[config.mk]
export PLATFORM = sky130hd
export DESIGN_NAME = wb_decoder
export DESIGN_NICKNAME = d
export VERILOG_FILES = /design/src/hdl/wb_pkg.sv /design/src/hdl/wb_decoder.sv
export SDC_FILE = /design/constraint.sdc
export NUM_CORES = 1
export LEC_CHECK = 0
export ABC_CLOCK_PERIOD_IN_PS = 800
export BUFFER_PORTS_ARGS = -buffer_cell sky130_fd_sc_hd__buf_2
export CORE_AREA = 2 2 119 121
export DETAILED_ROUTE_END_ITERATION = 16
export DIE_AREA = 0 0 121 123
export GPL_ROUTABILITY_DRIVEN = 0
export GPL_TIMING_DRIVEN = 1
export PLACE_DENSITY = 0.53
export SYNTH_ARGS = -nofsm -noshare
export SYNTH_HDL_FRONTEND = slang
export SYNTH_SLANG_ARGS = --single-unit
[constraint.sdc]
create_clock -name vclk -period 0.8
set_input_delay 0 -clock vclk [all_inputs]
set_output_delay 0 -clock vclk [all_outputs]
set_load 0.01 [all_outputs]
[src/hdl/wb_pkg.sv]
// widths, bus structs, address map and master states shared by every wishbone block
package wb_pkg;

    localparam int WB_ADDR_W = 32;
    localparam int WB_DATA_W = 32;
    localparam int WB_SEL_W  = 2;

    typedef logic [WB_ADDR_W-1:0] wb_addr_t;
    typedef logic [WB_DATA_W-1:0] wb_data_t;
    typedef logic [WB_SEL_W-1:0]  wb_sel_t;
    typedef logic [33:0]          cmd_word_t;   // [33] write, [32] read, [31:0] data

    localparam int CMD_WR_BIT = 33;
    localparam int CMD_RD_BIT = 32;

    // 69-bit request driven by the master
    typedef struct packed {
        wb_addr_t addr;
        wb_data_t wdata;
        wb_sel_t  sel;
        logic     we;
        logic     cyc;
        logic     stb;
    } wb_req_t;

    // 33-bit response from a slave
    typedef struct packed {
        wb_data_t rdata;
        logic     ack;
    } wb_rsp_t;

    // address map
    localparam int      DEV_REGION_BIT = 29;  // set selects the device block
    localparam int      DEV_SEL_LSB    = 16;  // device index in addr[17:16]
    localparam wb_sel_t SEL_MEM        = '1;

    localparam int RAM_DEPTH   = 256;
    localparam int RAM_IDX_LSB = 2;
    localparam int RAM_IDX_W   = $clog2(RAM_DEPTH);

    localparam int       NUM_DEV_REGS = 3;
    localparam wb_sel_t  DEV_ID_IDX   = 2'd3; // read-only id slot
    localparam wb_data_t DEV_ID_VALUE = 32'h5742_0001;

    typedef enum logic {
        IDLE,
        WAIT_ACK
    } master_state_t;

endpackage
[src/hdl/wb_decoder.sv]
// address decoder: steers the master's cycle to memory or devices and muxes the response back
`timescale 1ns/1ps

module wb_decoder import wb_pkg::*; (
    input  wb_req_t bus_req_i,

    output wb_req_t mem_req_o,
    output wb_req_t dev_req_o,

    input  wb_rsp_t mem_rsp_i,
    input  wb_rsp_t dev_rsp_i,
    output wb_rsp_t bus_rsp_o
);

    logic dev_hit;

    // region bit only, device index is decoded in the device block
    assign dev_hit = bus_req_i.addr[DEV_REGION_BIT];

    always_comb begin
        // payload goes to both slaves
        mem_req_o = bus_req_i;
        dev_req_o = bus_req_i;

        // qualifiers only reach the addressed slave
        mem_req_o.cyc = bus_req_i.cyc && !dev_hit;
        mem_req_o.stb = bus_req_i.stb && !dev_hit;
        dev_req_o.cyc = bus_req_i.cyc && dev_hit;
        dev_req_o.stb = bus_req_i.stb && dev_hit;
    end

    assign bus_rsp_o = dev_hit ? dev_rsp_i : mem_rsp_i;

endmodule

==> flow_summary_export.csv <==
group,metric,value,unit
synth,synthesis.nets,310,
floorplan,rows,43,
place,place_inst,327,
setup_path,cp_top_family,"buffers and inverters",
timing,rsz0062_at_grt,"false",
pwr,p_leak,0.741,nW
timing,post-route-period-util,0.926,
synth,yosysWarnings,0,
finish,fin_cells,330,
pwr,p_int,0.465,mW
timing,max_slew_margin,0.936,
finish,diodes,0,
setup_path,critPathSlowestCell,"mux2_2",
finish,register_area,0,um2
place,portBuffers,108,
finish,design.seq.count,0,
timing,fmax,1350,MHz
drt,postRouteAntennaNets,0,
drt,first_iter_violations,10,
place,dpl.hpwl,3820,um
timing,fin_crit,740,ps
pwr,p_per_area,554,nW/um2
global_route,track_usage,0.0561,
hold_path,holdPathEnd,"mem_req_o[21]",
drt,drc,0,
floorplan,core,13600,um2
drt,vias,890,
pwr,pwr-share-seq,0,
timing,hold_violations,0,
setup_path,cpPeakStageDelay,330,ps
finish,fin_nets,287,
pwr,ir_drop,0.143,mV
setup_path,critical_path_class,"in -> out",
pwr,combPwrFrac,1.000,
setup_path,startpoint,"bus_req_i[66]",
timing,fin_hold_ws,0.00436,ps
pwr,switching_share,0.400,
synth,syn_area,1560,um2
setup_path,crit_fanout,10,
pwr,clockPowerShare,0,
synth,synthCells,175,
synth,synth.avg_cell_area,8.93,um2
synth,synth_cell_types,7,
global_route,grt_max_degree,11,
timing,drv_slew,0,
setup_path,crit_path_frequent_cell,"buf_12",
run_status,status,"finished, final reports clean",
drt,drtPass1Iterations,3,
floorplan,start_util,0.115,
drt,routedWlPerCell,13.9,um
pwr,design_power_total,0.775,mW
global_route,overflow,0,
timing,worst_pin_slew,97.0,ps
timing,fin_tns_setup,0,ps
hold_path,hp-start,"bus_req_i[21]",
setup_path,crit_required,800,ps
floorplan,die_area,14900,um2
drt,routed_via_density,2.70,
finish,drive_above_1_share,0.973,
hold_path,hold_path_class,"in -> out",
setup_path,worstPathCellList,"buf_12 > buf_12 > mux2_2 > buf_2",
floorplan,dieHeight,123,um
setup_path,worst-path-buf-inv,3,
timing,setup_viol,0,
finish,area_growth,-10.6,%
floorplan,die_w,121,um
floorplan,io_pins,306,
pwr,p_sw,0.310,mW
synth,synth_seq_area_share,0,
global_route,grt_pass1_wl,6070,um
run,maxCapViolCount,0,
clock_tree,post_cts_buffers,0,
global_route,grt_pass1_vias,964,
global_route,antenna_found_initial,0,
hold_path,min_delay_path_depth,0,
finish,clock_buffers,0,
setup_path,worstPathArrival,740,ps
drt,wirelength,4580,um
setup_path,cp-start-kind,"input port",
setup_path,crit_path_end_kind,"output port",
## layout make-up
class,count,area (um2)
fillers,1587,12200
repair buffers,113,678
multi-input cells,37,494
well taps,180,225
## Yosys cell counts
master   count  area share
nor2b_1      2      0.0080
mux2_4      26        0.25
and2_1       2      0.0080
buf_12       2       0.026
buf_4      134        0.64
buf_6        2       0.014
mux2_2       7       0.050
## cell usage in the layout, fill, tap and decap left out
cell       n
and2_1     2
buf_12     3
buf_16     3
buf_2    107
mux2_2     7
mux2_4    26
nor2b_1    2
## layer usage
| metal | vias to the layer above | GRT usage | wire (um) |
|---|---|---|---|
| met5 | - | 0 | 0 |
| met4 | 0 | 0.0291 | 225 |
| met3 | 40 | 0.0226 | 649 |
| met2 | 117 | 0.0797 | 1910 |
| met1 | 358 | 0.0725 | 1790 |
| li1 | 375 | - | - |
## cell families (layout without fill, tap and decap cells)
| group | Yosys count | after routing | share of synthesized area |
|---|---|---|---|
| simple gates | 4 | 4 | 0.0160 |
| mux | 33 | 33 | 0.300 |
| buf+inv | 138 | 113 | 0.684 |
## power groups by stage
stage	Clock, mW	Combinational, mW	Sequential, mW
final	0	0.775	0
after global routing	0	0.842	0
after CTS	0	0.799	0
after detailed placement	0	0.726	0
after global placement	0	0.727	0
after floorplan	0	1.06	0
## metrics by stage
step	worst slack, ps	cell area, um2	utilization
after floorplan	200	1560	-
after detailed placement	-37.4	1300	0.0955
after CTS	5.40	1390	0.102
final	59.5	1400	0.103
after global placement	-41.9	1300	0.0955
after global routing	22.5	1400	0.103
## worst max path at each step
| stage | endpoint | slack (ps) | cells past startpoint |
|---|---|---|---|
| 2_1_floorplan | bus_rsp_o[25] | 200 | 3 |
| 3_3_place_gp | bus_rsp_o[10] | -40 | 4 |
| 3_5_place_dp | bus_rsp_o[10] | -40 | 4 |
| 4_1_cts | bus_rsp_o[2] | 5 | 4 |
| 5_1_grt | bus_rsp_o[4] | 20 | 4 |
| 6_report | bus_rsp_o[2] | 60 | 4 |
## what timing repair did
action | in CTS | in global routing
hold buffers | 0 | 0
cloned | 3 | 0
endpoints found under the setup margin | 7 | 6
resized for setup | 6 | 1
(Power assumes the default switching activity.)
