$ cat src/hdl/wb_pkg.sv
// widths, bus structs, address map and master states shared by every wishbone block
package wb_pkg;

    localparam int WB_ADDR_W = 32;
    localparam int WB_DATA_W = 32;
    localparam int WB_SEL_W  = 2;

    typedef logic [WB_ADDR_W-1:0] wb_addr_t;
    typedef logic [WB_DATA_W-1:0] wb_data_t;
    typedef logic [WB_SEL_W-1:0]  wb_sel_t;
    typedef logic [33:0]          cmd_word_t;   // [33] write, [32] read, [31:0] data

    localparam int CMD_WR_BIT = 33;
    localparam int CMD_RD_BIT = 32;

    // 69-bit request driven by the master
    typedef struct packed {
        wb_addr_t addr;
        wb_data_t wdata;
        wb_sel_t  sel;
        logic     we;
        logic     cyc;
        logic     stb;
    } wb_req_t;

    // 33-bit response from a slave
    typedef struct packed {
        wb_data_t rdata;
        logic     ack;
    } wb_rsp_t;

    // address map
    localparam int      DEV_REGION_BIT = 29;  // set selects the device block
    localparam int      DEV_SEL_LSB    = 16;  // device index in addr[17:16]
    localparam wb_sel_t SEL_MEM        = '1;

    localparam int RAM_DEPTH   = 256;
    localparam int RAM_IDX_LSB = 2;
    localparam int RAM_IDX_W   = $clog2(RAM_DEPTH);

    localparam int       NUM_DEV_REGS = 3;
    localparam wb_sel_t  DEV_ID_IDX   = 2'd3; // read-only id slot
    localparam wb_data_t DEV_ID_VALUE = 32'h5742_0001;

    typedef enum logic {
        IDLE,
        WAIT_ACK
    } master_state_t;

endpackage
$ cat src/hdl/wb_master.sv
// wishbone classic master: takes held cpu commands and runs one bus cycle per command
`timescale 1ns/1ps

module wb_master import wb_pkg::*; (
    input  logic      clk_i,
    input  logic      rst_i,

    // cpu side
    input  wb_addr_t  cmd_addr_i,
    input  cmd_word_t cmd_word_i,
    output logic      cmd_busy_o,
    output wb_data_t  cmd_rdata_o,

    // bus side
    output wb_req_t   bus_req_o,
    input  wb_rsp_t   bus_rsp_i
);

    master_state_t state_q;
    wb_req_t       req_q;
    wb_data_t      rdata_q;

    logic    rd_req;
    logic    wr_req;
    wb_sel_t sel_n;

    assign rd_req = cmd_word_i[CMD_RD_BIT];
    assign wr_req = cmd_word_i[CMD_WR_BIT];

    // devices get their index on sel, memory gets all lanes
    assign sel_n = cmd_addr_i[DEV_REGION_BIT] ? cmd_addr_i[DEV_SEL_LSB +: WB_SEL_W]
                                              : SEL_MEM;

    always_ff @(posedge clk_i) begin
        if (!rst_i) begin
            state_q <= IDLE;
            req_q   <= '0;
            rdata_q <= '0;
        end else begin
            case (state_q)
                IDLE: begin
                    if (rd_req || wr_req) begin
                        req_q.addr  <= cmd_addr_i;
                        req_q.wdata <= rd_req ? '0 : cmd_word_i[WB_DATA_W-1:0];
                        req_q.sel   <= sel_n;
                        req_q.we    <= !rd_req;  // read wins when both set
                        req_q.cyc   <= 1'b1;
                        req_q.stb   <= 1'b1;
                        state_q     <= WAIT_ACK;
                    end
                end
                WAIT_ACK: begin
                    if (bus_rsp_i.ack) begin
                        if (!req_q.we) begin
                            rdata_q <= bus_rsp_i.rdata;
                        end
                        req_q   <= '0;     // drop cyc/stb on the ack edge
                        state_q <= IDLE;
                    end
                end
                default: begin
                    state_q <= IDLE;
                end
            endcase
        end
    end

    assign cmd_busy_o  = (state_q == WAIT_ACK);
    assign cmd_rdata_o = rdata_q;
    assign bus_req_o   = req_q;

endmodule

$ cat config.mk
export PLATFORM = sky130hd
export DESIGN_NAME = wb_master
export DESIGN_NICKNAME = d
export VERILOG_FILES = /design/src/hdl/wb_pkg.sv /design/src/hdl/wb_master.sv
export SDC_FILE = /design/constraint.sdc
export NUM_CORES = 1
export LEC_CHECK = 0
export BUFFER_PORTS_ARGS = -buffer_cell sky130_fd_sc_hd__buf_2
export CORE_MARGIN = 2
export CORE_UTILIZATION = 38
export DETAILED_ROUTE_END_ITERATION = 10
export HOLD_SLACK_MARGIN = 0.06
export MAX_ROUTING_LAYER = met4
export PLACE_DENSITY = 0.75
export RECOVER_POWER = 100
export SLEW_MARGIN = 15
export SYNTH_ARGS = -nofsm -noshare
export SYNTH_HDL_FRONTEND = slang
export SYNTH_SLANG_ARGS = --single-unit
$ cat constraint.sdc
create_clock -name clk_i -period 1.4 [get_ports clk_i]
set_input_delay 0.07 -clock clk_i [delete_from_list [all_inputs] [get_ports clk_i]]
set_output_delay 0.07 -clock clk_i [all_outputs]
set_load 0.005 [all_outputs]
==> run summary <==
CLOCK TREE
------------------------------------------------------------------------------
Deepest level of the CTS H-tree                                              3
Clock root cell                                                   sky130_fd_sc_hd__clkbuf_8
Clk buf depth                                                                2
CTS tree                                                                 built
Worst-Skew Late Latency                                                0.35 ns
Clk slew on worst S/H paths                                            0.09 ns
Num CTS Buffers                                                              9
Clock sink count                                                           101

TIMING
------------------------------------------------------------------------------
Final-report max-slew violation count                                        0
Final setup violation count                                                  0
Remaining max-slew budget at the tightest pin                            55.1%
Hold violation count in the final report                                     0
Post-route fraction of the period consumed by the critical path          96.9%
Slew at the pin closest to its max-slew limit                         0.673 ns
Maximum achievable frequency                                           737 MHz
Min Clock Period, post-route                                           1.36 ns
Worst setup skew after layout                                       0.00723 ns

CRITICAL PATH
------------------------------------------------------------------------------
CP Capture Type                                                       register
Type of element launching the critical path                         input port
Data required time of the worst path                                   1.69 ns
Arrival time at the worst endpoint                                     1.64 ns
Worst stage delay on the critical path                                 0.55 ns
Cell-by-cell trace of the critical path                           dlygate4sd3_1, buf_2, nor3_2, o21a_2, buf_12, a22o_1
Crit path max fanout                                                        31
Worst Path Class, Setup                                                 in2reg
Master of the slowest instance on the critical path               sky130_fd_sc_hd__dlygate4sd3_1

FINAL LAYOUT
------------------------------------------------------------------------------
Share of layout cells above drive strength 1                             28.5%
Diode count                                                                  0
Most frequent cells in the layout                                 sky130_fd_sc_hd__buf_2, sky130_fd_sc_hd__dfxtp_1, sky130_fd_sc_hd__dlygate4sd3_1
Most common cell after layout, fill and taps aside                sky130_fd_sc_hd__buf_2
Synthesis-to-finish area growth                                          68.9%
Final Instance Count excl. Fillers                                         720
Final instance area                                               0.00555 mm^2
Post-layout nets                                                           711

GLOBAL ROUTE
------------------------------------------------------------------------------
Pin count of the biggest net entering global routing                        35
Overall Global Routing Usage                                             22.7%
Global routing met1 resource utilization                                 25.7%
Via count of the first global-routing pass                                3528
GR Layer Usage met2                                                      38.0%
Initial antenna violation count                                              0
Grt met3 use                                                             4.91%
First-pass GRT wire length                                             16.9 mm
Busiest layer in global routing                                           met2
Total gr overflow                                                            0

ROUTING
------------------------------------------------------------------------------
Via density per instance                                                  4.84
Drt wl/cell                                                            14.9 um
Vias                                                                      3484
DRC marker count from the first detailed-route iteration                   110
Antenna-violating nets left                                                  0
Detailed Route WL                                                      10.7 mm
DRC                                                                          0
Number of iterations in the first detailed-routing pass                      4

FLOORPLAN
------------------------------------------------------------------------------
Initial Util                                                             39.6%
Die extent in x                                                        97.0 um
Boundary Pins                                                              203
Core footprint                                                    0.00830 mm^2
Site row count                                                              33
Full die area                                                     0.00940 mm^2
Vertical die dimension                                                 97.0 um

PLACED DESIGN
------------------------------------------------------------------------------
Number of cells after detailed placement                                   603
DPL Wire Length                                                        6.24 mm
Quantity of I/O buffers inserted on ports                                  202
Last weighted congestion value of the routability-driven placer          0.804
Cell area after placement                                         0.00441 mm^2

SYNTH
------------------------------------------------------------------------------
Count of unique library cells instantiated by Yosys                         22
Synthesized area per cell                                            10.6 um^2
Part of the Yosys area used for sequential elements                      61.6%
Post-synth net total                                                       412
Flops & latches, synth                                                     101
Synthesis warning total                                                      0
Combined area of all synthesized cells                            0.00328 mm^2
Post-Synthesis Cells                                                       311

HOLD PATH
------------------------------------------------------------------------------
Hold WC Path Type                                                       in2reg

POWER
------------------------------------------------------------------------------
PD cells                                                          1050 mW/mm^2
Worst vdd rail ir drop                                              0.000562 V
Leakage                                                                2.49 nW

FLOW RUN
------------------------------------------------------------------------------
Max-cap violations                                                           0

STATUS
------------------------------------------------------------------------------
Result of the run                                                 finished, final reports clean

-- state kept, by name (all words and copies together), names as in the netlist --
register and cells:
cmd_rdata_o 32, cmd_busy_o 1, bus_req_o 68
-- repair_timing --
| item | 4_1_cts | 5_1_grt |
|---|---|---|
| hold buffers | 100 | 0 |
| endpoints found under the hold margin | 101 | 0 |
| resized for setup | 1 | 2 |
| pin swaps | 0 | 1 |
| buffers inserted | 0 | 1 |
| endpoints found under the setup margin | 24 | 28 |
-- per-stage QoR --
stage / util, % / worst slack, ns / TNS, ns / power (mW) / hold WS [ns]
after global placement: 53.1 / 0.0927 / 0 / 3.78 / 0.279
after CTS: 67.8 / 0.0334 / 0 / 5.91 / 0.147
after floorplan: - / 0.0494 / 0 / 3.44 / 0.184
final: 66.8 / 0.0437 / 0 / 5.85 / 0.167
after detailed placement: 53.1 / -0.0121 / -0.0261 / 3.80 / 0.285
after global routing: 66.8 / -0.0163 / -0.0527 / 6.12 / 0.204
-- worst max-delay path, delay by kind of cell --
kind,cells,cell delay [ns]
buf+inv,3,0.91
simple gates,1,0.21
compound gates,2,0.45
-- area by class of cell --
type / instances / area, um^2
timing repair buffer: 314 / 2080
sequential: 101 / 2020
clock inverter: 5 / 66.3
multi-input combinational: 182 / 1090
tap: 105 / 131
inverter: 2 / 7.51
fill: 631 / 2750
clock buffer: 11 / 141
-- logic make-up (layout without fill, tap and decap cells) --
kind of cell | count (synthesis) | in the layout | share of synthesized area [%]
buffers and inverters | 28 | 332 | 4.99
DFF | 101 | 101 | 61.6
AOI/OAI and AO/OA | 104 | 104 | 23.6
and+or+nand+nor | 78 | 78 | 9.87
-- routing by layer --
layer	vias up	wire length, um
met5	-	0
met4	0	314
met3	27	648
met2	154	5310
met1	1611	4430
li1	1692	-
-- path summary, 6_finish.rpt --
| kind | slack [ns] | from | end | cells after the start |
|---|---|---|---|---|
| worst min register to register | 0.45 | cmd_rdata_o[15]$_SDFFE_PN0P_ | cmd_rdata_o[15]$_SDFFE_PN0P_ | 2 |
| worst max-delay path | 0.04 | cmd_word_i[32] | bus_req_o[7]$_SDFFE_PN0P_ | 6 |
| worst max register to register | 0.07 | cmd_busy_o$_SDFF_PN0_ | bus_req_o[7]$_SDFFE_PN0P_ | 5 |
| worst min-delay path | 0.17 | bus_rsp_i[0] | bus_req_o[2]$_SDFFE_PN0P_ | 4 |
-- power breakdown --
part / internal (mW) / switching, mW / leakage (nW) / total [mW]
registers: 3.02 / 0.0826 / 0.825 / 3.10
clock network: 0.902 / 0.987 / 0.102 / 1.89
logic: 0.503 / 0.359 / 1.56 / 0.862
-- synth_stat cells --
master / instances / area, um^2
sky130_fd_sc_hd__a211o_1: 1 / 8.76
sky130_fd_sc_hd__nor2b_1: 1 / 6.26
sky130_fd_sc_hd__o21a_1: 1 / 7.51
sky130_fd_sc_hd__nor3_2: 2 / 20.0
sky130_fd_sc_hd__o2bb2ai_1: 1 / 8.76
sky130_fd_sc_hd__and3b_1: 1 / 8.76
sky130_fd_sc_hd__and3_1: 1 / 6.26
sky130_fd_sc_hd__inv_1: 1 / 3.75
sky130_fd_sc_hd__nor2_1: 3 / 11.3
sky130_fd_sc_hd__buf_4: 4 / 30.0
sky130_fd_sc_hd__clkbuf_1: 7 / 26.3
sky130_fd_sc_hd__nand2b_1: 1 / 6.26
sky130_fd_sc_hd__and2_1: 1 / 6.26
sky130_fd_sc_hd__dfxtp_1: 101 / 2020
sky130_fd_sc_hd__inv_2: 1 / 3.75
sky130_fd_sc_hd__nand2_1: 67 / 251
sky130_fd_sc_hd__a21oi_1: 34 / 170
sky130_fd_sc_hd__buf_6: 4 / 45.0
sky130_fd_sc_hd__buf_2: 11 / 55.1
sky130_fd_sc_hd__o21ai_0: 2 / 10.0
sky130_fd_sc_hd__a22o_1: 65 / 569
sky130_fd_sc_hd__nand3b_1: 1 / 7.51
Note: power is estimated with default switching activity, not from simulation.
