==> config.mk <==
export PLATFORM = sky130hd
export DESIGN_NAME = wb_dev_regs
export DESIGN_NICKNAME = d
export VERILOG_FILES = /design/src/hdl/wb_pkg.sv /design/src/hdl/wb_dev_regs.sv
export SDC_FILE = /design/constraint.sdc
export NUM_CORES = 1
export LEC_CHECK = 0
export BUFFER_PORTS_ARGS = -buffer_cell sky130_fd_sc_hd__buf_2
export CORE_UTILIZATION = 49
export DETAILED_ROUTE_END_ITERATION = 10
export PLACE_DENSITY_LB_ADDON = 0.2
export SYNTH_ARGS = -nofsm -noshare
export SYNTH_HDL_FRONTEND = slang
export SYNTH_SLANG_ARGS = --single-unit
==> constraint.sdc <==
create_clock -name clk_i -period 1.7 [get_ports clk_i]
set_clock_uncertainty 0.1 [all_clocks]
set_input_delay 0.34 -clock clk_i [delete_from_list [all_inputs] [get_ports clk_i]]
set_output_delay 0.34 -clock clk_i [all_outputs]
set_load 0.01 [all_outputs]
==> src/hdl/wb_pkg.sv <==
// widths, bus structs, address map and master states shared by every wishbone block
package wb_pkg;

    localparam int WB_ADDR_W = 32;
    localparam int WB_DATA_W = 32;
    localparam int WB_SEL_W  = 2;

    typedef logic [WB_ADDR_W-1:0] wb_addr_t;
    typedef logic [WB_DATA_W-1:0] wb_data_t;
    typedef logic [WB_SEL_W-1:0]  wb_sel_t;
    typedef logic [33:0]          cmd_word_t;   // [33] write, [32] read, [31:0] data

    localparam int CMD_WR_BIT = 33;
    localparam int CMD_RD_BIT = 32;

    // 69-bit request driven by the master
    typedef struct packed {
        wb_addr_t addr;
        wb_data_t wdata;
        wb_sel_t  sel;
        logic     we;
        logic     cyc;
        logic     stb;
    } wb_req_t;

    // 33-bit response from a slave
    typedef struct packed {
        wb_data_t rdata;
        logic     ack;
    } wb_rsp_t;

    // address map
    localparam int      DEV_REGION_BIT = 29;  // set selects the device block
    localparam int      DEV_SEL_LSB    = 16;  // device index in addr[17:16]
    localparam wb_sel_t SEL_MEM        = '1;

    localparam int RAM_DEPTH   = 256;
    localparam int RAM_IDX_LSB = 2;
    localparam int RAM_IDX_W   = $clog2(RAM_DEPTH);

    localparam int       NUM_DEV_REGS = 3;
    localparam wb_sel_t  DEV_ID_IDX   = 2'd3; // read-only id slot
    localparam wb_data_t DEV_ID_VALUE = 32'h5742_0001;

    typedef enum logic {
        IDLE,
        WAIT_ACK
    } master_state_t;

endpackage
==> src/hdl/wb_dev_regs.sv <==
// device slave: three r/w registers plus a read-only id word, two wait states per cycle
`timescale 1ns/1ps

module wb_dev_regs import wb_pkg::*; (
    input  logic    clk_i,
    input  logic    rst_i,
    input  wb_req_t req_i,
    output wb_rsp_t rsp_o
);

    wb_data_t regs_q [NUM_DEV_REGS];

    logic     active;
    logic     wait_q;     // first wait state seen
    logic     ack_q;
    wb_data_t rd_word;
    wb_data_t rdata_q;

    assign active = req_i.cyc && req_i.stb && !ack_q;

    // sel carries the device index
    always_comb begin
        case (req_i.sel)
            2'd0:    rd_word = regs_q[0];
            2'd1:    rd_word = regs_q[1];
            2'd2:    rd_word = regs_q[2];
            default: rd_word = DEV_ID_VALUE;
        endcase
    end

    always_ff @(posedge clk_i) begin
        if (!rst_i) begin
            wait_q <= 1'b0;
            ack_q  <= 1'b0;
            regs_q <= '{default: '0};
        end else begin
            wait_q <= 1'b0;
            ack_q  <= 1'b0;
            if (active) begin
                if (wait_q) begin
                    ack_q <= 1'b1;
                    if (req_i.we && req_i.sel != DEV_ID_IDX) begin
                        regs_q[req_i.sel] <= req_i.wdata;
                    end
                end else begin
                    wait_q <= 1'b1;
                end
            end
        end
    end

    always_ff @(posedge clk_i) begin
        if (active && wait_q) begin
            rdata_q <= rd_word;
        end
    end

    assign rsp_o.rdata = rdata_q;
    assign rsp_o.ack   = ack_q;

endmodule

==> impl_metrics.yaml, run 1 <==
setup_path:
  path_depth: 6
  path_buf_inv: 3
  worst_setup_path_end_kind: "flop"
  r2r-end: "regs_q[1]$_SDFFE_PN0P_"
  worstSetupPathType: "input port to flop"
  startpoint: "req_i[0]"
  required_ns: 2.04
  cp-start-kind: "input port"
  cp_data_arrival_time_ns: 2.00
  r2r_cells: 4
  worstSetupEndpoint: "regs_q[1]$_SDFFE_PN0P_"
  slowest_stage: "dlygate4sd3_1"
  r2r_start: "ack_q$_SDFF_PN0_"
  reg2reg_slack_ns: 0.11
  cpPeakStageDelay_ns: 0.52
  crit_path_max_fanout: 6
  critPathTopFamily: "buffers and inverters"
  path_cells: "dlygate4sd3_1, buf_2, and4b_2, and4b_4, buf_4, mux2i_1"
placement:
  post-dp-hpwl_um: 6990
  portBuffers: 71
  gp_congestion: 0.716
  pre_cts_ws_ns: 0.0457
routing:
  drt_iter0_drc: 124
  routed_wl_um: 11000
  drt-pass1-iter-count: 4
  vias: 3732
  remaining_drc_errors: 0
  wl_per_cell_um: 15.2
  via_per_inst: 5.19
  final_antenna_net_count: 0
global_routing:
  antenna_found_initial: 0
  grt_pass1_wl_um: 18200
  gr-usage-all-layers_pct: 21.2
  grt_pass1_vias: 3761
  grt_max_degree: 50
  overflow: 0
logic_synthesis:
  synth_top_area_share_pct: 37.2
  synth_top_area_cell: "dfxtp_1"
  ys_types: 18
  synth_cells: 490
  syn_nets: 561
  yosys_warnings: 0
  syn_area_um2: 5270
  synth.ff_latch_count: 130
  yosysSeqAreaShare_pct: 55.4
  synthTopCellsByArea: "dfxtp_1, mux2i_1, edfxtp_1"
  avgSynthCellArea_um2: 10.8
timing:
  setup_viol: 0
  hold_viol_final: 0
  rsz0062_at_grt: "no"
  period_needed_ns: 1.66
  worst_slew_pin_slew_ns: 0.409
  slew_headroom_pct: 72.7
  setup_ws_ns: 0.0441
  final_max_slew_viol_count: 0
  fmax_mhz: 604
  period_share_pct: 97.4
  holdWs_ns: 0.0205
  setup_tns_ns: 0
final_layout:
  drive_gt1_share_pct: 23.0
  finalNetCount: 642
  n_antenna_cell: 0
  layout-area-overhead-vs-synth_pct: 22.8
power_and_ir_drop:
  pwr-share-seq_pct: 46.5
  combinationalPowerShare_pct: 4.1
  switchingPower_mw: 1.40
  peakVddDrop_v: 0.000763
  power.leakage_nw: 3.00
  powerDensity_nw_per_um2: 1050
  p_total_mw: 6.82
  p_int_mw: 5.42
  p_clk_share_pct: 49.4
  switching_share_pct: 20.5
die:
  start_util_pct: 50.8
  die_h_um: 106
  dieWidth_um: 106
  design.die.area_um2: 11200
  num_rows: 37
  ioPinCount: 104
  core_um2: 10400
clocking:
  cts.htree.levels: 4
  clkLatencyLatePin_ns: 0.52
  clockRootBuffer: "clkbuf_8"
  clkTransAtPathRegs_ns: 0.05
  max-clock-path-buffers: 2
  post_cts_buffers: 0
  cts_buffers: 17
  cts_tree: "built"
  numClockSinks: 130
hold_path:
  holdCritPathClass: "input port to flop"
flow_run:
  cap_violations: 0
run_status:
  status: "finished, final reports clean"
==> registers in the layout, indices dropped and copies added, names as in the netlist <==
register and cells:
regs_q 96, rdata_q 32, wait_q 1, ack_q 1
==> power by group through the flow <==
| stage | Combinational, mW | Clock, mW | Sequential (mW) |
|---|---|---|---|
| global placement | 0.268 | 0 | 3.24 |
| global route | 0.307 | 3.56 | 3.17 |
| floorplan | 0.156 | 0 | 3.24 |
| detailed placement | 0.274 | 0 | 3.24 |
| CTS | 0.283 | 3.42 | 3.17 |
| finish | 0.281 | 3.37 | 3.17 |
==> worst register-to-register path, cell delays in order, from the launching register on <==
cell	delay (ns)
dfxtp_1	0.31
and4b_2	0.34
and4b_4	0.34
buf_4	0.21
mux2i_1	0.21
==> metal layers <==
layer	wire, um	track usage (%)	part of all wire [%]	up-vias
met3	414	5.57	3.8	19
met5	0	0	0	-
li1	-	-	-	1836
met4	203	9.82	1.9	0
met1	5130	26.7	47	1806
met2	5210	34.0	48	71
==> through the flow <==
stage | cells | area, um2 | utilization, %
4_1_cts | 718 | 6450 | 62.2
6_report | 719 | 6470 | 62.4
3_3_place_gp | 683 | 5860 | 56.5
3_5_place_dp | 683 | 5860 | 56.5
2_1_floorplan | 490 | 5270 | -
5_1_grt | 719 | 6470 | 62.4
==> synth_stat cells, drive strengths merged <==
master    n
nand2   153
mux2i   120
dfxtp    98
edfxtp   32
o21ai    24
clkbuf   20
buf      18
mux2      8
o22a      8
and4b     2
nand3     2
and2      1
nand2b    1
nor2      1
nor2b     1
nor4b     1
==> worst min-delay path by stage <==
stage / from / end / depth (start not counted)
6_report: req_i[29] / regs_q[56]$_SDFFE_PN0P_ / 3
2_1_floorplan: wait_q$_SDFF_PN0_ / wait_q$_SDFF_PN0_ / 1
3_5_place_dp: wait_q$_SDFF_PN0_ / wait_q$_SDFF_PN0_ / 1
4_1_cts: req_i[20] / regs_q[79]$_SDFFE_PN0P_ / 3
3_3_place_gp: wait_q$_SDFF_PN0_ / wait_q$_SDFF_PN0_ / 1
5_1_grt: req_i[5] / regs_q[32]$_SDFFE_PN0P_ / 3
==> cells in the final DEF, fill, tap and decap left out <==
cell type / instances
bufinv_16: 2
buf_4: 17
clkbuf_16: 17
edfxtp_1: 32
nor2_1: 1
and4b_2: 1
mux2_2: 8
buf_12: 8
dlygate4sd3_1: 4
and2_1: 1
nand2b_1: 1
buf_2: 70
clkinv_2: 4
nand2_1: 153
nor4b_1: 1
clkbuf_1: 6
nand3_2: 2
o21ai_0: 24
dfxtp_1: 98
clkbuf_8: 3
mux2i_1: 120
o22a_1: 8
nor2b_2: 1
and4b_4: 1
==> timing repair <==
item | in CTS | in global routing
endpoints found under the setup margin | 0 | 1
hold endpoints to repair | 5 | 0
hold buffers | 4 | 0
resized for setup | 0 | 1
==> logic make-up after synthesis <==
kind of cell / share of synthesized area, %
compound gates: 3.61
buf+inv: 4.20
flops: 55.4
mux: 24.5
simple gates: 12.2
==> cell type report <==
type / instances / area (um2)
flip-flops and latches: 130 / 2920
clock inverters: 6 / 80.1
well taps: 136 / 170
multi-input cells: 322 / 2130
repair buffers: 100 / 703
clock buffers: 25 / 464
fillers: 845 / 3890
No activity file was read; power rests on OpenSTA's default activity.
==> run 2: changes to the inputs <==
--- a/config.mk
+++ b/config.mk
@@ -8,6 +8,7 @@
 export BUFFER_PORTS_ARGS = -buffer_cell sky130_fd_sc_hd__buf_2
 export CORE_UTILIZATION = 49
 export DETAILED_ROUTE_END_ITERATION = 10
+export MAX_ROUTING_LAYER = met4
 export PLACE_DENSITY_LB_ADDON = 0.2
 export SYNTH_ARGS = -nofsm -noshare
 export SYNTH_HDL_FRONTEND = slang
==> impl_metrics.yaml, run 2 (synthesis results as in run 1) <==
timing:
  slew_headroom_pct: 72.0
  hold_viol_final: 0
  setup_viol: 0
  period_needed_ns: 1.66
  worst_slew_pin_slew_ns: 0.420
  period_share_pct: 97.8
  holdWs_ns: 0.0238
  final_max_slew_viol_count: 0
  fmax_mhz: 602
  setup_tns_ns: 0
  rsz0062_at_grt: "no"
die:
  die_h_um: 106
  start_util_pct: 50.8
  num_rows: 37
  ioPinCount: 104
  design.die.area_um2: 11200
  dieWidth_um: 106
  core_um2: 10400
power_and_ir_drop:
  powerDensity_nw_per_um2: 1050
  power.leakage_nw: 3.00
  p_total_mw: 6.82
  peakVddDrop_v: 0.000766
final_layout:
  regArea_um2: 2920
  final_cell_mix: "nand2_1, mux2i_1, dfxtp_1, buf_2, edfxtp_1"
  num-fill-cells: 845
  top_regs: "regs_q (96), rdata_q (32)"
  n_antenna_cell: 0
  fin_util_pct: 62.4
  final_area_um2: 6470
  top_register: "regs_q"
  drive_gt1_share_pct: 23.0
  largest_register_ffs: 96
  layout-area-overhead-vs-synth_pct: 22.8
  finalNetCount: 642
  final_common_cell: "nand2_1"
  multi_input_area_um2: 2130
global_routing:
  grt_use_met1_pct: 26.8
  use_met2_pct: 34.0
  gr-usage-all-layers_pct: 21.8
  grt_pass1_wl_um: 18200
  grt_max_degree: 50
  grt.met3_usage_pct: 5.26
  grt_pass1_vias: 3761
  antenna_found_initial: 0
  top_usage_layer: "met2"
  overflow: 0
routing:
  remaining_drc_errors: 0
  drt-pass1-iter-count: 4
  wl_per_cell_um: 15.3
  routed_wl_um: 11000
  drt_iter0_drc: 107
  vias: 3720
  final_antenna_net_count: 0
  via_per_inst: 5.17
clocking:
  cts_buffers: 17
  cts.htree.levels: 4
  clkTransAtPathRegs_ns: 0.05
  cts_tree: "built"
  max-clock-path-buffers: 2
  clockRootBuffer: "clkbuf_8"
  post_cts_buffers: 0
  clkLatencyLatePin_ns: 0.52
  numClockSinks: 130
setup_path:
  required_ns: 2.04
  cp_data_arrival_time_ns: 2.00
  worst_setup_path_end_kind: "flop"
  worstSetupPathType: "input port to flop"
  cp-start-kind: "input port"
  crit_path_max_fanout: 6
hold_path:
  holdCritPathClass: "input port to flop"
run_status:
  status: "finished, final reports clean"
placement:
  post-dp-hpwl_um: 6990
  portBuffers: 71
  place_area_um2: 5860
  gp_congestion: 0.724
flow_run:
  cap_violations: 0
run 2: cell counts in the layout (fill, tap and decap cells not counted):
No cell type changed its count.
run 2: what timing repair did:
item                                   CTS  global route
gates resized for setup                  0             1
hold buffers                             4             0
setup endpoints to repair                0             1
endpoints found under the hold margin    5             0
run 2: stage by stage:
step                      instances  setup slack [ns]
after floorplan                 490            0.0557
after global placement          683            0.0675
after detailed placement        683            0.0457
after CTS                       718            0.0642
after global routing            719            0.0241
final                           719            0.0375
run 2: layout make-up:
type	count	share of cell area (%)
repair buffers	100	10.9
multi-input cells	322	33.0
flip-flops and latches	130	45.1
clock inverters	6	1.24
clock buffers	25	7.17
well taps	136	2.63
run 2: worst max-delay path: stages:
cell and delay [ns]:
dlygate4sd3_1 0.52, buf_2 0.10, and4b_2 0.29, and4b_4 0.34, buf_4 0.21, mux2i_1 0.21
run 2: path summary, 6_finish.rpt:
path | depth (start not counted) | from | endpoint | slack (ns)
max | 6 | req_i[0] | regs_q[1]$_SDFFE_PN0P_ | 0.04
min | 3 | req_i[29] | regs_q[56]$_SDFFE_PN0P_ | 0.02
max reg2reg | 4 | ack_q$_SDFF_PN0_ | regs_q[1]$_SDFFE_PN0P_ | 0.10
min reg2reg | 1 | wait_q$_SDFF_PN0_ | wait_q$_SDFF_PN0_ | 0.32
run 2: power by group:
group          switching [mW]  internal, mW
Clock                    1.22          2.14
Sequential            0.00346          3.17
Combinational           0.172         0.110
Total                    1.40          5.42
run 2: per-layer routing:
metal / share of wire (%) / vias up / wire, um
li1: - / 1831 / -
met1: 47 / 1799 / 5220
met2: 48 / 74 / 5230
met3: 3.6 / 16 / 391
met4: 1.4 / 0 / 156
met5: 0 / - / 0
